[src/hw/cache_response_defs.svh]
/* Cache response field widths and FIFO sizing
   Shared by the response package and the FIFO side modules */

`ifndef CACHE_RESPONSE_DEFS_SVH
`define CACHE_RESPONSE_DEFS_SVH

// --------------------
// Source route fields
// --------------------
`define CR_ID_CU_W      4
`define CR_ID_BUNDLE_W  4
`define CR_ID_LANE_W    4
`define CR_ID_ENGINE_W  4

// Address and data
`define CR_ADDR_W       32
`define CR_DATA_W       32

// --------------------
// Response FIFO sizing
// --------------------
// Depth kept a power of two, pointers wrap on their own
`define CR_FIFO_DEPTH       32
// Half depth plus three
`define CR_PROG_THRESH      19
// Cycles the FIFO reports reset busy
`define CR_RST_BUSY_CYCLES  8

`endif

[src/hw/cache_response_pkg.sv]
/* Cache response types
   Route, payload, packet and FIFO status structs plus the response mapping */

`include "cache_response_defs.svh"

package cache_response_pkg;

  // --------------------
  // Routing and meta
  // --------------------
  // Source route, 16 bits
  typedef struct packed {
    logic [`CR_ID_CU_W-1:0]     id_cu;
    logic [`CR_ID_BUNDLE_W-1:0] id_bundle;
    logic [`CR_ID_LANE_W-1:0]   id_lane;
    logic [`CR_ID_ENGINE_W-1:0] id_engine;
  } packet_source_t;

  // Response opcodes
  typedef enum logic [1:0] {
    CMD_READ  = 2'd0,
    CMD_WRITE = 2'd1,
    CMD_FLUSH = 2'd2
  } cache_cmd_t;

  // Route, opcode and address, 50 bits
  typedef struct packed {
    packet_source_t         packet_source;
    cache_cmd_t             cmd;
    logic [`CR_ADDR_W-1:0]  address;
  } cache_meta_t;

  // --------------------
  // Payloads and packets
  // --------------------
  // Cache side, 83 bits
  typedef struct packed {
    logic                   iob;
    cache_meta_t            meta;
    logic [`CR_DATA_W-1:0]  data;
  } cache_response_payload_t;

  typedef struct packed {
    logic                    valid;
    cache_response_payload_t payload;
  } cache_response_t;

  // Memory side, iob dropped, 82 bits
  typedef struct packed {
    cache_meta_t            meta;
    logic [`CR_DATA_W-1:0]  data;
  } memory_payload_t;

  typedef struct packed {
    logic            valid;
    memory_payload_t payload;
  } memory_packet_t;

  // --------------------
  // FIFO control and status
  // --------------------
  typedef struct packed {
    logic rd_en;
  } fifo_signals_in_t;

  typedef struct packed {
    logic full;
    logic empty;
    logic valid;
    logic prog_full;
    logic wr_rst_busy;
    logic rd_rst_busy;
  } fifo_signals_out_t;

  // Setup sequencing after reset
  typedef enum logic [1:0] {
    ST_RESET = 2'd0,
    ST_FLUSH = 2'd1,
    ST_READY = 2'd2
  } setup_state_t;

  // Meta and data carried over, iob only matters on the cache side
  function automatic memory_payload_t map_response_to_memory(
    input cache_response_payload_t rsp
  );
    memory_payload_t pkt;
    pkt.meta = rsp.meta;
    pkt.data = rsp.data;
    return pkt;
  endfunction

endpackage

[src/hw/response_fifo_sync.sv]
/* Response FIFO
   Synchronous circular buffer with registered first word, occupancy
   flags and reset-busy indication */

`timescale 1ns/1ps
`include "cache_response_defs.svh"

module response_fifo_sync (
  input  logic                                        ap_clk,
  input  logic                                        clear,
  input  logic                                        busy,
  input  cache_response_pkg::cache_response_payload_t din,
  input  logic                                        wr_en,
  input  logic                                        rd_en,
  output cache_response_pkg::cache_response_payload_t dout,
  output cache_response_pkg::fifo_signals_out_t       status
);
  import cache_response_pkg::*;

  localparam int DEPTH = `CR_FIFO_DEPTH;
  localparam int AW    = $clog2(DEPTH);
  // One extra bit so a full buffer is countable
  localparam int CW    = $clog2(DEPTH + 1);

  cache_response_payload_t mem [DEPTH];

  logic [AW-1:0] wr_ptr;
  logic [AW-1:0] rd_ptr;
  logic [CW-1:0] count;
  logic          full;
  logic          wr_fire;
  logic          valid_q;

  // --------------------
  // Flags
  // --------------------
  assign full    = (count == CW'(DEPTH));
  // Drop writes while full or during the busy window
  assign wr_fire = wr_en & ~busy & ~full;

  // --------------------
  // Pointers and occupancy
  // --------------------
  always_ff @(posedge ap_clk) begin
    if (clear) begin
      wr_ptr  <= '0;
      rd_ptr  <= '0;
      count   <= '0;
      valid_q <= 1'b0;
    end else begin
      if (wr_fire) begin
        wr_ptr <= wr_ptr + 1'b1;
      end
      // Read is already qualified with not empty upstream
      if (rd_en) begin
        rd_ptr <= rd_ptr + 1'b1;
      end
      case ({wr_fire, rd_en})
        2'b10:   count <= count + 1'b1;
        2'b01:   count <= count - 1'b1;
        default: count <= count;
      endcase
      // Valid follows the pop by one cycle
      valid_q <= rd_en;
    end
  end

  // Storage, no reset
  always_ff @(posedge ap_clk) begin
    if (wr_fire) begin
      mem[wr_ptr] <= din;
    end
  end

  // Registered read word
  always_ff @(posedge ap_clk) begin
    if (rd_en) begin
      dout <= mem[rd_ptr];
    end
  end

  // --------------------
  // Status out
  // --------------------
  assign status.full        = full;
  assign status.empty       = (count == '0);
  assign status.valid       = valid_q;
  assign status.prog_full   = (count >= CW'(`CR_PROG_THRESH));
  // Both busy flags share the setup window
  assign status.wr_rst_busy = busy;
  assign status.rd_rst_busy = busy;

endmodule

[src/hw/fifo_reset_timer.sv]
/* FIFO reset-busy timer
   Counts down the busy window after start and pulses done at zero */

`timescale 1ns/1ps
`include "cache_response_defs.svh"

module fifo_reset_timer (
  input  logic ap_clk,
  input  logic rst,
  input  logic start,
  output logic done
);

  localparam int CNT_W = $clog2(`CR_RST_BUSY_CYCLES + 1);

  logic [CNT_W-1:0] count;
  logic             running;

  // --------------------
  // Down-counter
  // --------------------
  always_ff @(posedge ap_clk) begin
    if (rst) begin
      count   <= '0;
      running <= 1'b0;
      done    <= 1'b0;
    end else begin
      // Single cycle pulse by default low
      done <= 1'b0;
      if (start) begin
        count   <= CNT_W'(`CR_RST_BUSY_CYCLES);
        running <= 1'b1;
      end else if (running) begin
        count <= count - 1'b1;
        // Last step reaches zero
        if (count == CNT_W'(1)) begin
          running <= 1'b0;
          done    <= 1'b1;
        end
      end
    end
  end

endmodule

[src/hw/response_setup_fsm.sv]
/* Response setup FSM
   Sequences FIFO clear, the busy window and the setup level after reset */

`timescale 1ns/1ps

module response_setup_fsm (
  input  logic ap_clk,
  input  logic rst,
  input  logic timer_done,
  output logic timer_start,
  output logic fifo_clear,
  output logic busy,
  output logic setup
);
  import cache_response_pkg::*;

  setup_state_t state;
  setup_state_t state_next;

  // --------------------
  // State register
  // --------------------
  always_ff @(posedge ap_clk) begin
    if (rst) begin
      state <= ST_RESET;
    end else begin
      state <= state_next;
    end
  end

  // Next state
  always_comb begin
    state_next = state;
    case (state)
      // One cycle to clear and arm the timer
      ST_RESET: state_next = ST_FLUSH;
      // Hold until the busy window ends
      ST_FLUSH: begin
        if (timer_done) begin
          state_next = ST_READY;
        end
      end
      ST_READY: state_next = ST_READY;
      default:  state_next = ST_RESET;
    endcase
  end

  // --------------------
  // Moore outputs
  // --------------------
  assign fifo_clear  = (state == ST_RESET);
  assign timer_start = (state == ST_RESET);
  assign busy        = (state == ST_FLUSH);
  // Setup visible until ready
  assign setup       = (state != ST_READY);

endmodule

[src/hw/response_route_demux.sv]
/* Response route demux
   Maps popped responses to memory packets and steers them to the
   setup CU port and the CU bundles port by source route */

`timescale 1ns/1ps

module response_route_demux (
  input  logic                                        ap_clk,
  input  logic                                        rst,
  input  logic                                        din_valid,
  input  cache_response_pkg::cache_response_payload_t din,
  output cache_response_pkg::memory_packet_t          out_0,
  output cache_response_pkg::memory_packet_t          out_1
);
  import cache_response_pkg::*;

  memory_payload_t mapped;
  packet_source_t  src;
  logic            to_setup;
  logic            to_bundles;

  // --------------------
  // Mapping and filters
  // --------------------
  assign mapped = map_response_to_memory(din);
  assign src    = din.meta.packet_source;

  // Setup CU owns all-zero routes, all ones is broadcast
  assign to_setup   = (&src) | ~(|src);
  // Bundles take any nonzero route
  assign to_bundles = |src;

  // --------------------
  // Output registers
  // --------------------
  always_ff @(posedge ap_clk) begin
    // Payload copy to both ports, valid decides who takes it
    out_0.payload <= mapped;
    out_1.payload <= mapped;
    if (rst) begin
      out_0.valid <= 1'b0;
      out_1.valid <= 1'b0;
    end else begin
      out_0.valid <= din_valid & to_setup;
      out_1.valid <= din_valid & to_bundles;
    end
  end

endmodule

[src/hw/cache_generator_response.sv]
/* Cache generator response side
   Queues cache responses, pops them on consumer read-enable and routes
   memory packets to the setup CU and the CU bundles */

`timescale 1ns/1ps

module cache_generator_response (
  input  logic                                  ap_clk,
  input  logic                                  areset_control,
  input  cache_response_pkg::cache_response_t   response_in,
  input  cache_response_pkg::fifo_signals_in_t  fifo_response_signals_in,
  output cache_response_pkg::fifo_signals_out_t fifo_response_signals_out,
  output cache_response_pkg::memory_packet_t    response_out_0,
  output cache_response_pkg::memory_packet_t    response_out_1,
  output logic                                  fifo_setup_signal
);
  import cache_response_pkg::*;

  // Reset branches
  logic rst_control;
  logic rst_fifo;
  logic rst_demux;

  cache_response_t         response_in_reg;
  fifo_signals_in_t        signals_in_reg;
  cache_response_payload_t fifo_dout;
  fifo_signals_out_t       fifo_status;

  logic fifo_pop;
  logic fifo_clear;
  logic fifo_busy;
  logic timer_start;
  logic timer_done;
  logic setup_int;

  // --------------------
  // Reset fan-out
  // --------------------
  always_ff @(posedge ap_clk) begin
    rst_control <= areset_control;
    rst_fifo    <= areset_control;
    rst_demux   <= areset_control;
  end

  // --------------------
  // Input registers
  // --------------------
  always_ff @(posedge ap_clk) begin
    response_in_reg.payload <= response_in.payload;
    if (rst_control) begin
      response_in_reg.valid <= 1'b0;
      signals_in_reg.rd_en  <= 1'b0;
    end else begin
      response_in_reg.valid <= response_in.valid;
      signals_in_reg.rd_en  <= fifo_response_signals_in.rd_en;
    end
  end

  // Pop only while data is held
  assign fifo_pop = signals_in_reg.rd_en & ~fifo_status.empty;

  // --------------------
  // Output registers
  // --------------------
  always_ff @(posedge ap_clk) begin
    if (rst_control) begin
      fifo_setup_signal <= 1'b1;
    end else begin
      fifo_setup_signal <= setup_int;
    end
  end

  // Status seen by the consumer one cycle late
  always_ff @(posedge ap_clk) begin
    fifo_response_signals_out <= fifo_status;
  end

  // --------------------
  // Setup sequencing on the FIFO reset branch
  // --------------------
  response_setup_fsm u_setup_fsm (
    .ap_clk      (ap_clk),
    .rst         (rst_fifo),
    .timer_done  (timer_done),
    .timer_start (timer_start),
    .fifo_clear  (fifo_clear),
    .busy        (fifo_busy),
    .setup       (setup_int)
  );

  fifo_reset_timer u_reset_timer (
    .ap_clk (ap_clk),
    .rst    (rst_fifo),
    .start  (timer_start),
    .done   (timer_done)
  );

  // Response queue
  response_fifo_sync u_response_fifo (
    .ap_clk (ap_clk),
    .clear  (fifo_clear),
    .busy   (fifo_busy),
    .din    (response_in_reg.payload),
    .wr_en  (response_in_reg.valid),
    .rd_en  (fifo_pop),
    .dout   (fifo_dout),
    .status (fifo_status)
  );

  // Requestor steering
  response_route_demux u_route_demux (
    .ap_clk    (ap_clk),
    .rst       (rst_demux),
    .din_valid (fifo_status.valid),
    .din       (fifo_dout),
    .out_0     (response_out_0),
    .out_1     (response_out_1)
  );

endmodule

[config.mk]
export PLATFORM = sky130hd
export DESIGN_NAME = cache_generator_response
export DESIGN_NICKNAME = d
export VERILOG_FILES = /design/src/hw/cache_response_pkg.sv /design/src/hw/response_fifo_sync.sv /design/src/hw/fifo_reset_timer.sv /design/src/hw/response_setup_fsm.sv /design/src/hw/response_route_demux.sv /design/src/hw/cache_generator_response.sv
export VERILOG_INCLUDE_DIRS = /design/src /design/src/hw
export SDC_FILE = /design/constraint.sdc
export NUM_CORES = 2
export LEC_CHECK = 0
export BUFFER_PORTS_ARGS = -buffer_cell sky130_fd_sc_hd__buf_2
export CAP_MARGIN = 0
export CELL_PAD_IN_SITES_DETAIL_PLACEMENT = 0
export CELL_PAD_IN_SITES_GLOBAL_PLACEMENT = 1
export CORE_MARGIN = 2
export CORE_UTILIZATION = 35
export DETAILED_ROUTE_END_ITERATION = 16
export PLACE_DENSITY = 0.66
export SYNTH_ARGS = -nofsm -noshare
export SYNTH_HDL_FRONTEND = slang
export SYNTH_HIERARCHICAL = 1
export SYNTH_SLANG_ARGS = --single-unit
[constraint.sdc]
create_clock -name ap_clk -period 17.5 [get_ports ap_clk]
set_input_delay 1.75 -clock ap_clk [delete_from_list [all_inputs] [get_ports ap_clk]]
set_output_delay 1.75 -clock ap_clk [all_outputs]
set_load 0.01 [all_outputs]
# After elaboration in Yosys (flattened, before gate mapping)
# Memories as Yosys holds them, arrays and structs flattened. A register that Yosys moved wholly into a read port is not among the register bits.
# Cells that the tools add are included.
[classes]
reduce_logical = 8
n_lt_le_gt_ge = 1
muxes = 11
eq_ne = 8
n_bitwise = 11
addsub = 5
[op_table]
columns = ["cell", "n"]
rows = [
  ["$reduce_and A16 Y1", 1],
  ["$reduce_or A16 Y1", 1],
  ["$pmux W6 S2", 1],
  ["$add A5 B1 Y5 const B", 2],
  ["$mux W4", 2],
  ["$add A6 B1 Y6 const B", 1],
  ["$eq A6 B6 Y1 const B", 1],
  ["$ge A6 B5 Y1 const B", 1],
  ["$logic_not A6 Y1", 1],
  ["$mux W1", 6],
  ["$pmux W2 S3", 1],
  ["$sub A6 B1 Y6 const B", 1],
  ["$and A1 B1 Y1", 5],
  ["$not A1 Y1", 5],
  ["$eq A2 B1 Y1 const B", 2],
  ["$eq A2 B2 Y1 const B", 2],
  ["$eq A4 B1 Y1 const B", 1],
  ["$ne A2 B2 Y1 const B", 2],
  ["$reduce_bool A2 Y1", 2],
  ["$sub A4 B1 Y4 const B", 1],
  ["$reduce_or A3 Y1", 1],
  ["$logic_not A2 Y1", 1],
  ["$mux W2", 1],
  ["$reduce_or A2 Y1", 1],
  ["$or A1 B1 Y1", 1],
]
[word_totals]
ramBits = 2656
inputBits = 87
out_inout_bits = 173
mem_count = 1
reg_bits = 201
[mem_list]
columns = ["name", "words", "width", "read_ports", "rd_ports_with_merged_regs", "wr", "line", "rtl"]
rows = [
  ["u_response_fifo.mem", 32, 83, 1, 1, 1, "response_fifo_sync.sv:25", "cache_response_payload_t mem [DEPTH];"],
]

# Logic depth before layout (Yosys ltp)
[depth]
ltp_word = 6
ltp_mapped = 13
ltp_nobuf = 12

# Hierarchy
# The synthesis kept the hierarchy.
[modules_own_cells]
columns = ["mod", "area_per_inst_um2", "instances", "cells_each", "seq_area_each_um2"]
rows = [
  ["response_fifo_sync", 104948.2, 1, 4988, 82589.2],
  ["response_route_demux", 2378.5, 1, 179, 1681.6],
  ["cache_generator_response", 1891.8, 1, 97, 1861.8],
  ["fifo_reset_timer", 270.3, 1, 25, 120.1],
  ["response_setup_fsm", 158.9, 1, 16, 40.0],
]

# Least setup slack after synthesis
# No wires, ideal clock.
[synth_timing]
kind = "register to register"
startpoint = "register u_response_fifo.count[1]"
endpoint = "register u_response_fifo.count[4]"
t_arrival_ns = 6.615
path_buffers = 2
setup_slack_ns = 10.765
synth_period_minus_slack_ns = 6.735
required_ns = 17.379
stages_incl_launch_ff = 13
cell_sequence = "dfxtp_1 -> buf_2 -> or4_1 -> nor3_1 -> nor2b_1 -> ha_1 -> clkbuf_1 -> xor2_1 -> ha_1 -> a21oi_1 -> a32oi_1 -> a31oi_1 -> mux2_2"
[synth_lines]
columns = ["item", "line", "rtl"]
rows = [
  ["from (decl)", "response_fifo_sync.sv:29", "logic [CW-1:0] count;"],
  ["from (signal assigned)", "response_fifo_sync.sv:59", "2'b10: count <= count + 1'b1;"],
  ["from (signal assigned)", "response_fifo_sync.sv:60", "2'b01: count <= count - 1'b1;"],
  ["from (signal assigned)", "response_fifo_sync.sv:61", "default: count <= count;"],
]

# Final worst setup path
[layout_timing]
startpoint = "register u_setup_fsm.state[1]"
endpoint = "memory u_response_fifo/mem[14][41] (netlist bit) (enable)"
[layout_via]
elab_chain_len = 6
[layout_rtl]
columns = ["item", "line", "rtl"]
rows = [
  ["from (decl)", "response_setup_fsm.sv:17", "setup_state_t state;"],
  ["from (signal assigned)", "response_setup_fsm.sv:27", "state <= state_next;"],
  ["$eq A2 B1 Y1", "response_setup_fsm.sv:53", "assign busy = (state == ST_FLUSH);"],
  ["named net fifo_busy", "cache_generator_response.sv:31", "logic fifo_busy;"],
  ["$not A1 Y1", "response_fifo_sync.sv:39", "assign wr_fire = wr_en & ~busy & ~full;"],
  ["$and A1 B1 Y1 (2 in a row)", "response_fifo_sync.sv:39", ""],
  ["$mux W1", "response_fifo_sync.sv:70", "if (wr_fire) begin"],
  ["$mux W1 (implied by the code)", "response_fifo_sync.sv:71", "mem[wr_ptr] <= din;"],
  ["to (decl)", "response_fifo_sync.sv:25", ""],
]
# The timed path passes the listed nets, and every way through them passes these cells.

==> reports/results.txt <==
outcome = finished, final reports clean
HPWL after detailed placement = 144 mm
Util after Layout = 40.1%
Clock transition at path regs = 0.06 ns
hold wc startpoint = u_response_fifo/dout[59]
P&R area growth vs syn = 14.0%
layout cells sized above 1 = 20.6%
htree depth = 5
slew margin rel. = 3.38%
initial antenna violation count = 15
mapped cell area = 108,000 um^2
core area = 309,000 um^2
clock skew = 0.0477 ns
WP data required = 17.96 ns
Initial Util = 35.1%
highest net fanout along the worst path = 35
placed inst area = 114,000 um^2
ANT nets after route = 0
Die Span Y = 561 um
post-route minimum period = 5.17 ns
crit path launch = u_setup_fsm/state[1]
final hold vios = 0
DR vias/cell = 5.37
Global Route Usage Sum = 17.7%
commonest non-fill, non-tap cells in the layout = edfxtp_1 (2,706), mux2i_1 (634), a22oi_1 (440)
1st-pass router iterations = 5
FP Rows = 204
combinational fraction of design power = 5.4%
vias in the first global route = 52,763
Fmax = 194 MHz
commonest non-fill, non-tap cell in the layout = edfxtp_1
TritonCTS clock tree = done
Syn Area/Cell = 20.6 um^2
CP Data Arrival Time = 5.62 ns
worst reg2reg path depth = 8
startpoint types = register
WL per Instance = 28.8 um
DR vias = 53,458
crit end category = register
worst-case clock buffer depth = 4
post-CTS setup buffer count = 0
IR drop worst, VDD = 70.5 uV
# clock sinks = 2,907
Filler Cell Count = 27,240
routability cong. = 0.730
hold crit path type = reg -> reg
total wire length = 287 mm
Lkg Pwr = 37.2 nW
drt initial violations = 5,597
Die Wd = 561 um
RSZ-0062 raised after global routing = false
max cap viols = 0
DRC viols = 0
GR Overflow Total = 0
Least-Margin Pin Slew = 1.45 ns
Synth Instances = 5,250
Synth Net Count = 5,350
r2r setup slk = 12.33 ns
reg2reg start = u_setup_fsm/state[1]
worst r2r dst = u_response_fifo/mem[14][41]
Port Buffer Count = 258
Top-Level Pins = 260
Seq pwr share = 52.2%
largest net degree at the start of global routing = 161
Worst Setup EP = u_response_fifo/mem[14][41]
Design Power = 0.0151 W
Final period util = 29.5%
worst hold slack = 0.340 ns
max FFs per register = 2,624
Total Nets Final = 5,672
Clk network pwr share = 42.4%
global-route wire length before repair = 399 mm
TritonCTS buffer count = 311
die area = 314,000 um^2
root buf cell = clkbuf_16
worst skew pair latency = 0.89 ns
Fin Setup TNS = 0 ns
crit path kind = reg -> reg
net switching power = 0.00334 W
Power Density = 122 nW/um^2
Post-CTS Hold Buffers = 0
Final setup viols = 0
Final Max Tran Viols = 0
Finished Cell Area = 124,000 um^2
Net Sw Frac = 22.2%
P_int = 0.0117 W
post-CTS sizing = 0
Yosys Warn Count = 6
## per-stage QoR
stage | setup WS (ns) | cells
2_1_floorplan | 10.81 | 5250
4_1_cts | 12.25 | 9943
3_5_place_dp | 12.31 | 9379
3_3_place_gp | 12.39 | 9379
6_report | 12.33 | 9948
5_1_grt | 12.15 | 9946
## power groups by stage
stage	clock, W	combinational [W]	sequential, W
2_1_floorplan	0	0.000568	0.00798
5_1_grt	0.00681	0.000867	0.00790
3_3_place_gp	0	0.000826	0.00802
4_1_cts	0.00654	0.000828	0.00789
3_5_place_dp	0	0.000825	0.00803
6_report	0.00640	0.000809	0.00788
## area by class of cell
cell class / count / area [um^2] / area share, %
Multi-Input combinational cell: 1948 / 20900 / 16.9
Antenna cell: 5 / 12.5 / 0.0101
Clock buffer: 399 / 8350 / 6.75
Clock inverter: 165 / 1550 / 1.25
Tap cell: 4120 / 5150 / 4.17
Timing Repair Buffer: 387 / 2300 / 1.86
Sequential cell: 2907 / 85300 / 69.0
Inverter: 17 / 68.8 / 0.0557
## per-layer routing
metal	part of all wire [%]	GRT usage, %	routed length, um
met5	0.0045	0	13
met4	2.3	4.56	6620
met3	6.4	2.80	18500
met1	42	24.0	120000
met2	49	29.8	141000
## worst max-delay path, cell delays in order (launching register included)
cell and delay [ns]:
dfxtp_1 0.35, inv_1 0.07, ha_1 0.25, nand2b_1 0.35
a21oi_1 0.33, nand2_1 0.54, nor2_4 1.02, buf_4 0.79
buf_4 0.83
## worst min path at each step
stage          cells past startpoint                      end
2_1_floorplan                      0   u_route_demux/out_1[0]
3_3_place_gp                       0  u_route_demux/out_1[59]
3_5_place_dp                       0  u_route_demux/out_1[31]
4_1_cts                            0  u_route_demux/out_1[61]
5_1_grt                            0  u_route_demux/out_1[61]
6_report                           0  u_route_demux/out_1[59]
Power figures use the tool's default switching activity.
